--- src/design/memprobe_pkg.sv ---
`default_nettype none

package memprobe_pkg;

  // Serial timing, fixed divider in place of a prescale port
  localparam int UART_BIT_CYCLES = 16;
  localparam int BIT_CNT_BITS = $clog2(UART_BIT_CYCLES);

  localparam int WORD_BITS = 32;
  localparam int ADDR_BITS = 8;     // 256 words
  localparam int COUNT_BITS = WORD_BITS / 2;  // Each half of the status word
  localparam int NIBBLES = WORD_BITS / 4;

  typedef logic [WORD_BITS-1:0] word_t;
  typedef logic [ADDR_BITS-1:0] addr_t;
  typedef logic [7:0] byte_t;
  typedef logic [BIT_CNT_BITS-1:0] bit_cnt_t;
  typedef logic [$clog2(NIBBLES)-1:0] nib_idx_t;

  // Reload values for the per-bit down counters
  localparam bit_cnt_t BIT_CNT_LAST = bit_cnt_t'(UART_BIT_CYCLES - 1);
  localparam bit_cnt_t BIT_CNT_HALF = bit_cnt_t'(UART_BIT_CYCLES / 2 - 1);

  localparam nib_idx_t NIB_FIRST = nib_idx_t'(NIBBLES - 1);  // Most significant nibble

  // Command opcodes, printable so a terminal can drive them
  localparam byte_t OP_WRITE = "w";
  localparam byte_t OP_READ = "r";
  localparam byte_t OP_STATUS = "s";

  localparam byte_t CHAR_NEWLINE = 8'h0a;

endpackage

`default_nettype wire

--- src/design/cmd_ctrl.sv ---
`default_nettype none

module cmd_ctrl
  import memprobe_pkg::*;
(
  input  logic  clock,
  input  logic  reset_i,
  input  byte_t rx_byte_i,
  input  logic  rx_strobe_i,
  input  logic  dumping_i,
  input  word_t mem_rdata_i,
  output logic  mem_we_o,
  output logic  mem_re_o,
  output addr_t mem_addr_o,
  output word_t mem_wdata_o,
  output logic  dump_start_o,
  output word_t dump_word_o,
  output logic  configured_o
);

  typedef enum logic [2:0] {
    CMD_IDLE,
    CMD_WR_ADDR,
    CMD_WR_DATA,
    CMD_RD_ADDR,
    CMD_RD_WAIT,
    CMD_RD_LOAD
  } cmd_state_t;

  cmd_state_t            state_q;
  logic [1:0]            data_cnt_q;
  logic                  mem_we_q;
  logic                  mem_re_q;
  logic                  dump_start_q;
  logic                  configured_q;
  logic [COUNT_BITS-1:0] wr_cnt_q;
  logic [COUNT_BITS-1:0] rd_cnt_q;
  addr_t                 mem_addr_q;
  word_t                 wdata_q;
  word_t                 dump_word_q;
  logic                  rx_take;

  // Bytes arriving during a reply are thrown away
  assign rx_take = rx_strobe_i && !dumping_i;

  always_ff @(posedge clock) begin
    if (reset_i) begin
      state_q      <= CMD_IDLE;
      data_cnt_q   <= '0;
      mem_we_q     <= 1'b0;
      mem_re_q     <= 1'b0;
      dump_start_q <= 1'b0;
      configured_q <= 1'b0;
      wr_cnt_q     <= '0;
      rd_cnt_q     <= '0;
    end else begin
      configured_q <= 1'b1;
      mem_we_q     <= 1'b0;
      mem_re_q     <= 1'b0;
      dump_start_q <= 1'b0;
      case (state_q)
        CMD_IDLE: begin
          if (rx_take) begin
            case (rx_byte_i)
              OP_WRITE:  state_q <= CMD_WR_ADDR;
              OP_READ:   state_q <= CMD_RD_ADDR;
              OP_STATUS: dump_start_q <= 1'b1;
              default:   state_q <= CMD_IDLE;  // Unknown opcode
            endcase
          end
        end
        CMD_WR_ADDR: begin
          if (rx_take) begin
            state_q    <= CMD_WR_DATA;
            data_cnt_q <= '0;
          end
        end
        CMD_WR_DATA: begin
          if (rx_take) begin
            data_cnt_q <= data_cnt_q + 1'b1;
            if (data_cnt_q == 2'd3) begin  // Last of four data bytes
              mem_we_q <= 1'b1;
              wr_cnt_q <= wr_cnt_q + 1'b1;
              state_q  <= CMD_IDLE;
            end
          end
        end
        CMD_RD_ADDR: begin
          if (rx_take) begin
            mem_re_q <= 1'b1;
            state_q  <= CMD_RD_WAIT;
          end
        end
        CMD_RD_WAIT: state_q <= CMD_RD_LOAD;  // Store read in flight
        CMD_RD_LOAD: begin
          dump_start_q <= 1'b1;
          rd_cnt_q     <= rd_cnt_q + 1'b1;
          state_q      <= CMD_IDLE;
        end
        default: state_q <= CMD_IDLE;
      endcase
    end
  end

  always_ff @(posedge clock) begin
    if (rx_take && (state_q == CMD_WR_ADDR || state_q == CMD_RD_ADDR)) begin
      mem_addr_q <= addr_t'(rx_byte_i);
    end
    if (rx_take && state_q == CMD_WR_DATA) begin
      wdata_q <= {wdata_q[WORD_BITS-9:0], rx_byte_i};  // Most significant byte first
    end
    if (state_q == CMD_RD_LOAD) begin
      dump_word_q <= mem_rdata_i;
    end else if (state_q == CMD_IDLE && rx_take && rx_byte_i == OP_STATUS) begin
      dump_word_q <= {rd_cnt_q, wr_cnt_q};
    end
  end

  assign mem_we_o     = mem_we_q;
  assign mem_re_o     = mem_re_q;
  assign mem_addr_o   = mem_addr_q;
  assign mem_wdata_o  = wdata_q;
  assign dump_start_o = dump_start_q;
  assign dump_word_o  = dump_word_q;
  assign configured_o = configured_q;

endmodule

`default_nettype wire

--- config.mk ---
export PLATFORM = sky130hd
export DESIGN_NAME = cmd_ctrl
export DESIGN_NICKNAME = d
export VERILOG_FILES = /design/src/design/memprobe_pkg.sv /design/src/design/cmd_ctrl.sv
export SDC_FILE = /design/constraint.sdc
export NUM_CORES = 1
export LEC_CHECK = 0
export ABC_AREA = 1
export ABC_CLOCK_PERIOD_IN_PS = 2600
export BUFFER_PORTS_ARGS = -buffer_cell sky130_fd_sc_hd__buf_4
export CORE_UTILIZATION = 45
export CTS_CLUSTER_DIAMETER = 100
export DETAILED_ROUTE_END_ITERATION = 6
export GPL_TIMING_DRIVEN = 0
export PLACE_DENSITY_LB_ADDON = 0.2
export REMOVE_ABC_BUFFERS = 1
export SKIP_CTS_REPAIR_TIMING = 1
export SYNTH_ARGS = -nofsm -noshare
export SYNTH_HDL_FRONTEND = slang
export SYNTH_SLANG_ARGS = --single-unit
--- constraint.sdc ---
create_clock -name clock -period 2.6 [get_ports clock]
set_clock_uncertainty 0.2 [all_clocks]
set_input_delay 0.13 -clock clock [delete_from_list [all_inputs] [get_ports clock]]
set_output_delay 0.13 -clock clock [all_outputs]
set_load 0.005 [all_outputs]
# --- Yosys cells after proc, flatten, opt, wreduce, memory -nomap -nowiden ---
# Cells that the tools add are included.
totals:
  output_inout_bits: 76
  inputBits: 44
  ff_bits: 113
  word_cells: 65
classes:
  add_sub_neg: 3
  n_eq_ne: 15
  bitwise_logic: 3
  muxes: 18
  reduce_logical: 15
ops:
  columns: ["op", "n"]
  rows:
  - ["two-way mux 32 bit", 2]
  - ["adder 16 x 1 -> 16 bit, second input constant", 2]
  - ["== test 8 x 7 -> 1 bit, second input constant", 3]
  - ["two-way mux 3 bit", 5]
  - ["one-hot mux 3 bit (5 select lines)", 1]
  - ["inequality test 2 bit, second input constant", 6]
  - ["one-hot mux 3 bit (3 select lines)", 1]
  - ["== test 3 x 2 -> 1 bit, second input constant", 2]
  - ["== test 3 bit, second input constant", 2]
  - ["AND reduction 3 bit", 2]
  - ["AND reduction 6 bit", 1]
  - ["logical AND 1 bit", 5]
  - ["two-way mux 1 bit", 5]
  - ["two-way mux 2 bit", 2]
  - ["one-hot mux 2 bit (2 select lines)", 1]
  - ["nonzero test 2 bit", 2]
  - ["== test 3 x 1 -> 1 bit, second input constant", 1]
  - ["zero test 3 bit", 1]
  - ["inverter 1 bit", 3]
  - ["OR reduction 3 bit", 1]
  - ["adder 2 x 1 -> 2 bit, second input constant", 1]
  - ["== test 2 bit, second input constant", 1]
  - ["one-hot mux 1 bit (2 select lines)", 1]
  - ["OR reduction 2 bit", 1]
  - ["other kinds (2)", 2]

# --- Depth between registers and ports, before layout ---
# Gate-level depths: netlist of run 1.
logic_depth:
  word_depth: 6
  ltp_mapped: 9
  depth_no_buf: 9

# --- Worst setup path after synthesis of run 1 ---
# No wires, ideal clock.
synth_path:
  path_type: "reg2reg"
  start: "register state_q[1]"
  end: "register data_cnt_q[1]"
  setup_slack_ns: -0.077
  setup_ns: 0.134
  synth_period_minus_slack_ns: 2.677
  t_arrival_ns: 2.344
  n_path_buf: 0
  required_ns: 2.266
  path_stages_with_launch: 6
  path_cell_list: "dfxtp_1 -> nand3_2 -> nor2_1 -> a21oi_1 -> nand2_1 -> a21oi_1"
synth_between:
  elab_chain_cells: 3
  elab_cells_between_ends: 7
  classes_between: "eq/ne (4); mux (1); reduce/logical (2)"
synth_lines:
  columns: ["element", "line", "text"]
  rows:
  - ["start: declaration", "cmd_ctrl.sv:30", "cmd_state_t state_q;"]
  - ["start signal: assignment", "cmd_ctrl.sv:48", "state_q <= CMD_IDLE;"]
  - ["start signal: assignment", "cmd_ctrl.sv:65", "OP_WRITE: state_q <= CMD_WR_ADDR;"]
  - ["start signal: assignment", "cmd_ctrl.sv:66", "OP_READ: state_q <= CMD_RD_ADDR;"]
  - ["== test 3 x 2 -> 1 bit / == test 3 x 1 -> 1 bit (equally long branches)", "cmd_ctrl.sv:61", "case (state_q)"]
  - ["inequality test 2 bit (no source line) / nonzero test 2 bit (equally long branches)", null, null]
  - ["AND reduction 3 bit (no source line)", null, null]
  - ["end signal: assignment", "cmd_ctrl.sv:80", "data_cnt_q <= data_cnt_q + 1'b1;"]
  - ["end: declaration", "cmd_ctrl.sv:31", "logic [1:0] data_cnt_q;"]
# Several ways; a longest one is shown, not always the timed one.
# A chain may end at the register's enable or synchronous reset.

# --- Final worst setup path of run 1 ---
layout_path:
  start: "register state_q[2]"
  end: "register dump_word_q[20] (netlist: dump_word_o[20]), data pin"
layout_between:
  elab_chain_cells: 2
layout_lines:
  columns: ["element", "line", "text"]
  rows:
  - ["== test 3 bit", "cmd_ctrl.sv:112", "if (state_q == CMD_RD_LOAD) begin"]
  - ["two-way mux 32 bit", "cmd_ctrl.sv:112", null]
  - ["end signal: assignment", "cmd_ctrl.sv:113", "dump_word_q <= mem_rdata_i;"]
  - ["end signal: assignment", "cmd_ctrl.sv:115", "dump_word_q <= {rd_cnt_q, wr_cnt_q};"]
  - ["end: declaration", "cmd_ctrl.sv:40", "word_t dump_word_q;"]
# No other way between the ends.

==> flow_metrics.env, run 1 <==
export IMPL_drc_errors=0
export IMPL_globalplace_congestion=0.835
export IMPL_cts_buffer_depth=2
export IMPL_critPathKind="register to register"
export IMPL_status="finished with violations"
export IMPL_nFillCells=717
export IMPL_swShare_pct=18.4
export IMPL_p_per_area_nw_per_um2=718
export IMPL_grt_pass1_wl_um=16100
export IMPL_fin_area_um2=6770
export IMPL_synth_warnings=0
export IMPL_end_kind="register"
export IMPL_numCtsBuffers=17
export IMPL_yosysTopAreaCellShare_pct=46.6
export IMPL_finalSetupViolCount=0
export IMPL_vdd_ir_drop_worst_uv=387
export IMPL_crit_slowest_cell="nor2_2"
export IMPL_cts_max_level=4
export IMPL_rsz0062_at_grt="no"
export IMPL_period_needed_ns=2.30
export IMPL_critPathMaxFanout=33
export IMPL_dp_cells=710
export IMPL_clockPowerShare_pct=56.4
export IMPL_tightest_slew_ns=1.33
export IMPL_max_freq_mhz=434
export IMPL_cts_tree="yes"
export IMPL_p_int_mw=3.97
export IMPL_start_util_pct=47.0
export IMPL_max_slew_margin_pct=11.1
export IMPL_post_route_cells_drive_above_1_share_pct=27.3
export IMPL_finalNetCount=686
export IMPL_post_drt_wl_per_cell_um=13.6
export IMPL_final_util_pct=68.6
export IMPL_synthArstFlopShare_pct=0
export IMPL_clkSinkCount=113
export IMPL_p_leak_nw=2.70
export IMPL_die_w_um=104
export IMPL_synth_edf_count=72
export IMPL_worstPathCellList="nand2_2, nor2_2, o21ai_0"
export IMPL_die_area_um2=10700
export IMPL_ys_seq_elements=113
export IMPL_row_count=36
export IMPL_hp_class="input pin to register"
export IMPL_clkTransAtPathRegs_ns=0.05
export IMPL_num_io_pins=120
export IMPL_p_switching_mw=0.893
export IMPL_synth_area_um2=4640
export IMPL_cap_viol_max_count=0
export IMPL_yosysTopAreaCell="edfxtp_1"
export IMPL_stdcell_count=785
export IMPL_synth_commonest_cells="nand2_1 (109), edfxtp_1 (72), inv_1 (59)"
export IMPL_dp_hpwl_um=6430
export IMPL_ant_nets=0
export IMPL_insertion_delay_ns=0.50
export IMPL_slowest_delay_ns=1.03
export IMPL_ys_types=28
export IMPL_grt_start_max_net_pins=67
export IMPL_grt_usage_pct=19.1
export IMPL_avgSynthCellArea_um2=9.89
export IMPL_grt_pass1_vias=3439
export IMPL_antenna_cells=0
export IMPL_hold_viol=7
export IMPL_timing_final_crit_share_pct=88.6
export IMPL_portBuffers=119
export IMPL_area_growth_pct=46.0
export IMPL_syn_inst=469
export IMPL_drt_pass1_iter_count=5
export IMPL_overflow=0
export IMPL_synth_seq_area_share_pct=64.3
export IMPL_cp_arrival_ns=2.31
export IMPL_drt_vias_per_instance=4.84
export IMPL_synth_most_common_cell="nand2_1"
export IMPL_dr_first_iter_drc_count=187
export IMPL_detailroute_via_count=3798
export IMPL_seqPwrFrac_pct=39.6
export IMPL_startpoint_type="register"
export IMPL_combPwrFrac_pct=4.0
export IMPL_ys_flop_type="edfxtp_1"
export IMPL_required_ns=2.60
export IMPL_synth_area_leaders="edfxtp_1 (47%), dfxtp_1 (18%), nand2_1 (8.8%), inv_1 (4.8%), o21ai_0 (4.0%)"
export IMPL_core_area_um2=9860
export IMPL_finalMaxSlewViolations=0
export IMPL_hold_ws_ns=-0.0269
export IMPL_dpl_cell_area_um2=5640
export IMPL_root_buffer="clkbuf_8"
export IMPL_antenna_found_initial=0
export IMPL_routed_wirelength_um=10700
export IMPL_fp_dieH_um=104
export IMPL_violations="hold timing"
==> critical path: cells and delay by family, from the launching register on <==
family,cells,cell delay [ns]
AND/OR/NAND/NOR,2,1.17
flip-flops,1,0.46
AO/OA/AOI/OAI,1,0.15
==> cell usage in the layout, fill, tap and decap left out <==
cell type and instances:
nor2_1 40, inv_6 1, nand3_1 14, bufinv_16 8
clkinv_4 2, o21ai_0 37, dlygate4sd3_1 41, nand3b_1 1
nand4_1 11, dfxtp_1 41, a31oi_1 1, edfxtp_1 72
nor3_1 12, clkinv_2 2, clkbuf_16 16, clkinv_1 1
nand3_2 6, clkbuf_8 1, nor2_2 5, xor2_1 1
nand2_1 108, a211oi_1 1, nand2_2 6, clkinvlp_4 1
o21ai_1 4, ha_1 3, o21a_1 1, nor2_4 5
nor3_2 3, inv_1 59, clkbuf_1 1, inv_2 2
buf_4 120, a21oi_1 25
==> through the flow <==
stage / worst slack (ns) / total power, mW / TNS (ns)
floorplan: -0.0762 / 2.01 / -2.56
global placement: -0.722 / 2.10 / -23.45
detailed placement: -0.0774 / 2.10 / -2.46
CTS: -0.0829 / 4.83 / -2.67
global route: 0.0864 / 4.99 / 0
finish: 0.297 / 4.86 / 0
==> metal layers <==
metal	vias to the layer above	part of all wire (%)	track usage, %
met4	0	1.1	7.97
met2	114	52	32.5
met3	10	4.8	5.73
li1	1910	-	-
met5	-	0	0
met1	1764	42	22.6
==> power groups by stage <==
stage	clock network [mW]	registers (mW)	logic (mW)
finish	2.74	1.92	0.194
CTS	2.77	1.92	0.142
detailed placement	0	1.96	0.139
floorplan	0	1.96	0.0482
global placement	0	1.96	0.136
global route	2.85	1.93	0.211
==> cell type report <==
type | instances | area (um^2) | area share, %
tap | 133 | 166 | 2.46
multi-input combinational | 284 | 1380 | 20.3
sequential | 113 | 2980 | 44.1
clock buffer | 18 | 418 | 6.17
timing repair buffer | 161 | 1310 | 19.4
clock inverter | 14 | 284 | 4.20
inverter | 62 | 233 | 3.44
==> state kept, by name, summed over array words and instances (netlist names) <==
signal,flops
rd_cnt_q,16
wr_cnt_q,16
dump_start_o,1
state_q,3
mem_wdata_o,32
data_cnt_q,2
configured_o,1
dump_word_o,32
mem_we_o,1
mem_re_o,1
mem_addr_o,8
==> path summary, 6_finish.rpt <==
check        slack [ns]  cells after the start           start              end
max                0.30                      3      state_q[2]  dump_word_o[20]
min               -0.03                      6       dumping_i      wr_cnt_q[7]
max reg2reg        0.30                      3      state_q[2]  dump_word_o[20]
min reg2reg        0.25                      0  mem_wdata_o[6]  mem_wdata_o[14]
==> cell families (layout without fill, tap and decap cells) <==
group,Yosys count,count (layout),synth area share (%)
flip-flops,113,113,64.3
adder cells (fa/ha/maj),3,3,0.810
XOR/XNOR,1,1,0.189
AO/OA/AOI/OAI,69,69,7.58
buffers and inverters,73,255,6.37
AND/OR/NAND/NOR,210,211,20.7
(Power assumes the default switching activity.)
==> inputs of run 2 (changes only) <==
ABC_CLOCK_PERIOD_IN_PS = 1900   (was 2600)
clock period = 1.9 ns   (was 2.6 ns; I/O delays follow)
==> run 2 against run 1 <==
Net effect: the flow now finishes without violations; clock power grew 37%; routed wire length up 3.9%; combinational power up 43%; sequential power is 37% higher; power increased by 37%; critical path type unchanged; critical endpoint is now dump_word_o[0]; largest cell class unchanged.
==> flow_metrics.env, run 2 (synthesized netlist as in run 1, its figures left out) <==
export IMPL_row_count=36
export IMPL_p_leak_nw=2.78
export IMPL_cp_arrival_ns=1.85
export IMPL_tightest_slew_ns=0.879
export IMPL_grt_pass1_wl_um=16100
export IMPL_nFillCells=701
export IMPL_die_w_um=104
export IMPL_required_ns=1.93
export IMPL_status="finished clean"
export IMPL_p_switching_mw=1.24
export IMPL_vdd_ir_drop_worst_uv=545
export IMPL_num_io_pins=120
export IMPL_area_growth_pct=49.3
export IMPL_r2r_start="state_q[0]"
export IMPL_cap_viol_max_count=0
export IMPL_clkSinkCount=113
export IMPL_clockPowerShare_pct=56.3
export IMPL_timing_final_crit_share_pct=95.7
export IMPL_final_common_cell="buf_4"
export IMPL_drc_errors=0
export IMPL_hold_path_depth=2
export IMPL_p_per_area_nw_per_um2=963
export IMPL_drt_vias_per_instance=4.86
export IMPL_detailroute_via_count=3867
export IMPL_endpoint="dump_word_o[0]"
export IMPL_dp_cells=710
export IMPL_max_slew_margin_pct=41.4
export IMPL_crit_buf_inv=0
export IMPL_hp_class="input pin to register"
export IMPL_drt_pass1_iter_count=4
export IMPL_final_cell_mix="buf_4 (124), nand2_1 (108), edfxtp_1 (72)"
export IMPL_critPathMaxFanout=33
export IMPL_dr_first_iter_drc_count=140
export IMPL_hold_viol=0
export IMPL_startpoint_type="register"
export IMPL_post_drt_wl_per_cell_um=14.0
export IMPL_cpLargestDelayFamily="simple AND/OR/NAND/NOR gates"
export IMPL_crit_path_start="state_q[0]"
export IMPL_dp_hpwl_um=6430
export IMPL_overflow=0
export IMPL_path_depth=3
export IMPL_period_needed_ns=1.82
export IMPL_slowest_delay_ns=0.63
export IMPL_portBuffers=119
export IMPL_finalMaxSlewViolations=0
export IMPL_finalNetCount=696
export IMPL_root_buffer="clkbuf_8"
export IMPL_die_area_um2=10700
export IMPL_post_route_cells_drive_above_1_share_pct=28.7
export IMPL_ant_nets=0
export IMPL_fp_dieH_um=104
export IMPL_combPwrFrac_pct=4.2
export IMPL_crit_slowest_cell="nor2_4"
export IMPL_ff2ff_path_depth=3
export IMPL_critPathKind="register to register"
export IMPL_max_freq_mhz=550
export IMPL_cts_tree="yes"
export IMPL_antenna_cells=0
export IMPL_numCtsBuffers=17
export IMPL_rrSetupSlack_ns=0.08
export IMPL_swShare_pct=18.5
export IMPL_insertion_delay_ns=0.50
export IMPL_grt_usage_pct=19.1
export IMPL_grt_pass1_vias=3439
export IMPL_clkTransAtPathRegs_ns=0.06
export IMPL_stdcell_count=795
export IMPL_worstPathCellList="nand2_4, nor2_4, o21ai_0"
export IMPL_core_area_um2=9860
export IMPL_routed_wirelength_um=11100
export IMPL_total_power_mw=6.67
export IMPL_cts_max_level=4
export IMPL_p_int_mw=5.43
export IMPL_seqPwrFrac_pct=39.5
export IMPL_finalSetupViolCount=0
export IMPL_globalplace_congestion=0.835
export IMPL_grt_start_max_net_pins=67
export IMPL_worstReg2RegEnd="dump_word_o[0]"
export IMPL_cts_buffer_depth=2
export IMPL_end_kind="register"
export IMPL_antenna_found_initial=0
export IMPL_start_util_pct=47.0
-- run 2: changes by cell type in the layout (fill, tap and decap cells not counted), sizes merged --
cell	previous run	this run
buf	120	125
dlygate4sd3	41	43
nor2	50	52
nand2	114	115
-- run 2: worst min path at each step --
stage                    endpoint  slack [ns]    startpoint
floorplan            wr_cnt_q[13]       -0.04       reset_i
global placement    mem_addr_o[6]        0.09  rx_byte_i[6]
detailed placement  mem_addr_o[6]         0.1  rx_byte_i[6]
CTS                 mem_addr_o[4]       -0.44  rx_byte_i[4]
global route        mem_addr_o[5]        0.12  rx_byte_i[5]
finish              mem_addr_o[6]        0.14  rx_byte_i[6]
-- run 2: power groups by stage --
stage | clock network (mW) | logic (mW) | registers, mW
floorplan | 0 | 0.0659 | 2.68
global placement | 0 | 0.186 | 2.68
detailed placement | 0 | 0.191 | 2.68
CTS | 3.79 | 0.194 | 2.63
global route | 3.90 | 0.302 | 2.64
finish | 3.75 | 0.278 | 2.64
-- run 2: per-layer routing --
| metal | track usage [%] | part of all wire [%] | vias to the layer above |
|---|---|---|---|
| li1 | - | - | 1936 |
| met1 | 22.6 | 43 | 1813 |
| met5 | 0 | 0 | - |
| met3 | 5.73 | 4.8 | 11 |
| met4 | 7.97 | 1.3 | 0 |
| met2 | 32.5 | 51 | 107 |
-- run 2: worst reg2reg max path, delay by kind of cell (launching register included) --
| family | cells | cell delay [ns] |
|---|---|---|
| AND/OR/NAND/NOR | 2 | 0.75 |
| flip-flops | 1 | 0.43 |
| AO/OA/AOI/OAI | 1 | 0.16 |
-- run 2: stage by stage --
stage / area, um^2 / util (%) / TNS, ns / setup slack, ns / hold WS [ns]
6_report: 6920 / 70.2 / 0 / 0.0824 / 0.141
5_1_grt: 6920 / 70.2 / -0.00302 / -0.00302 / 0.116
4_1_cts: 6340 / 64.3 / -52.57 / -0.783 / -0.436
3_5_place_dp: 5640 / 57.2 / -50.25 / -0.777 / 0.0964
3_3_place_gp: 5630 / 57.1 / -88.49 / -1.42 / 0.0930
2_1_floorplan: 4570 / - / -34.83 / -0.776 / -0.0381
-- run 2: cell type report --
class	instances	area (um^2)	share of cell area (%)
Clock buffer	18	418	6.04
Clock inverter	14	284	4.10
Inverter	62	233	3.36
Multi-Input combinational cell	287	1450	20.9
Sequential cell	113	2990	43.2
Tap cell	133	166	2.40
Timing Repair Buffer	168	1380	20.0
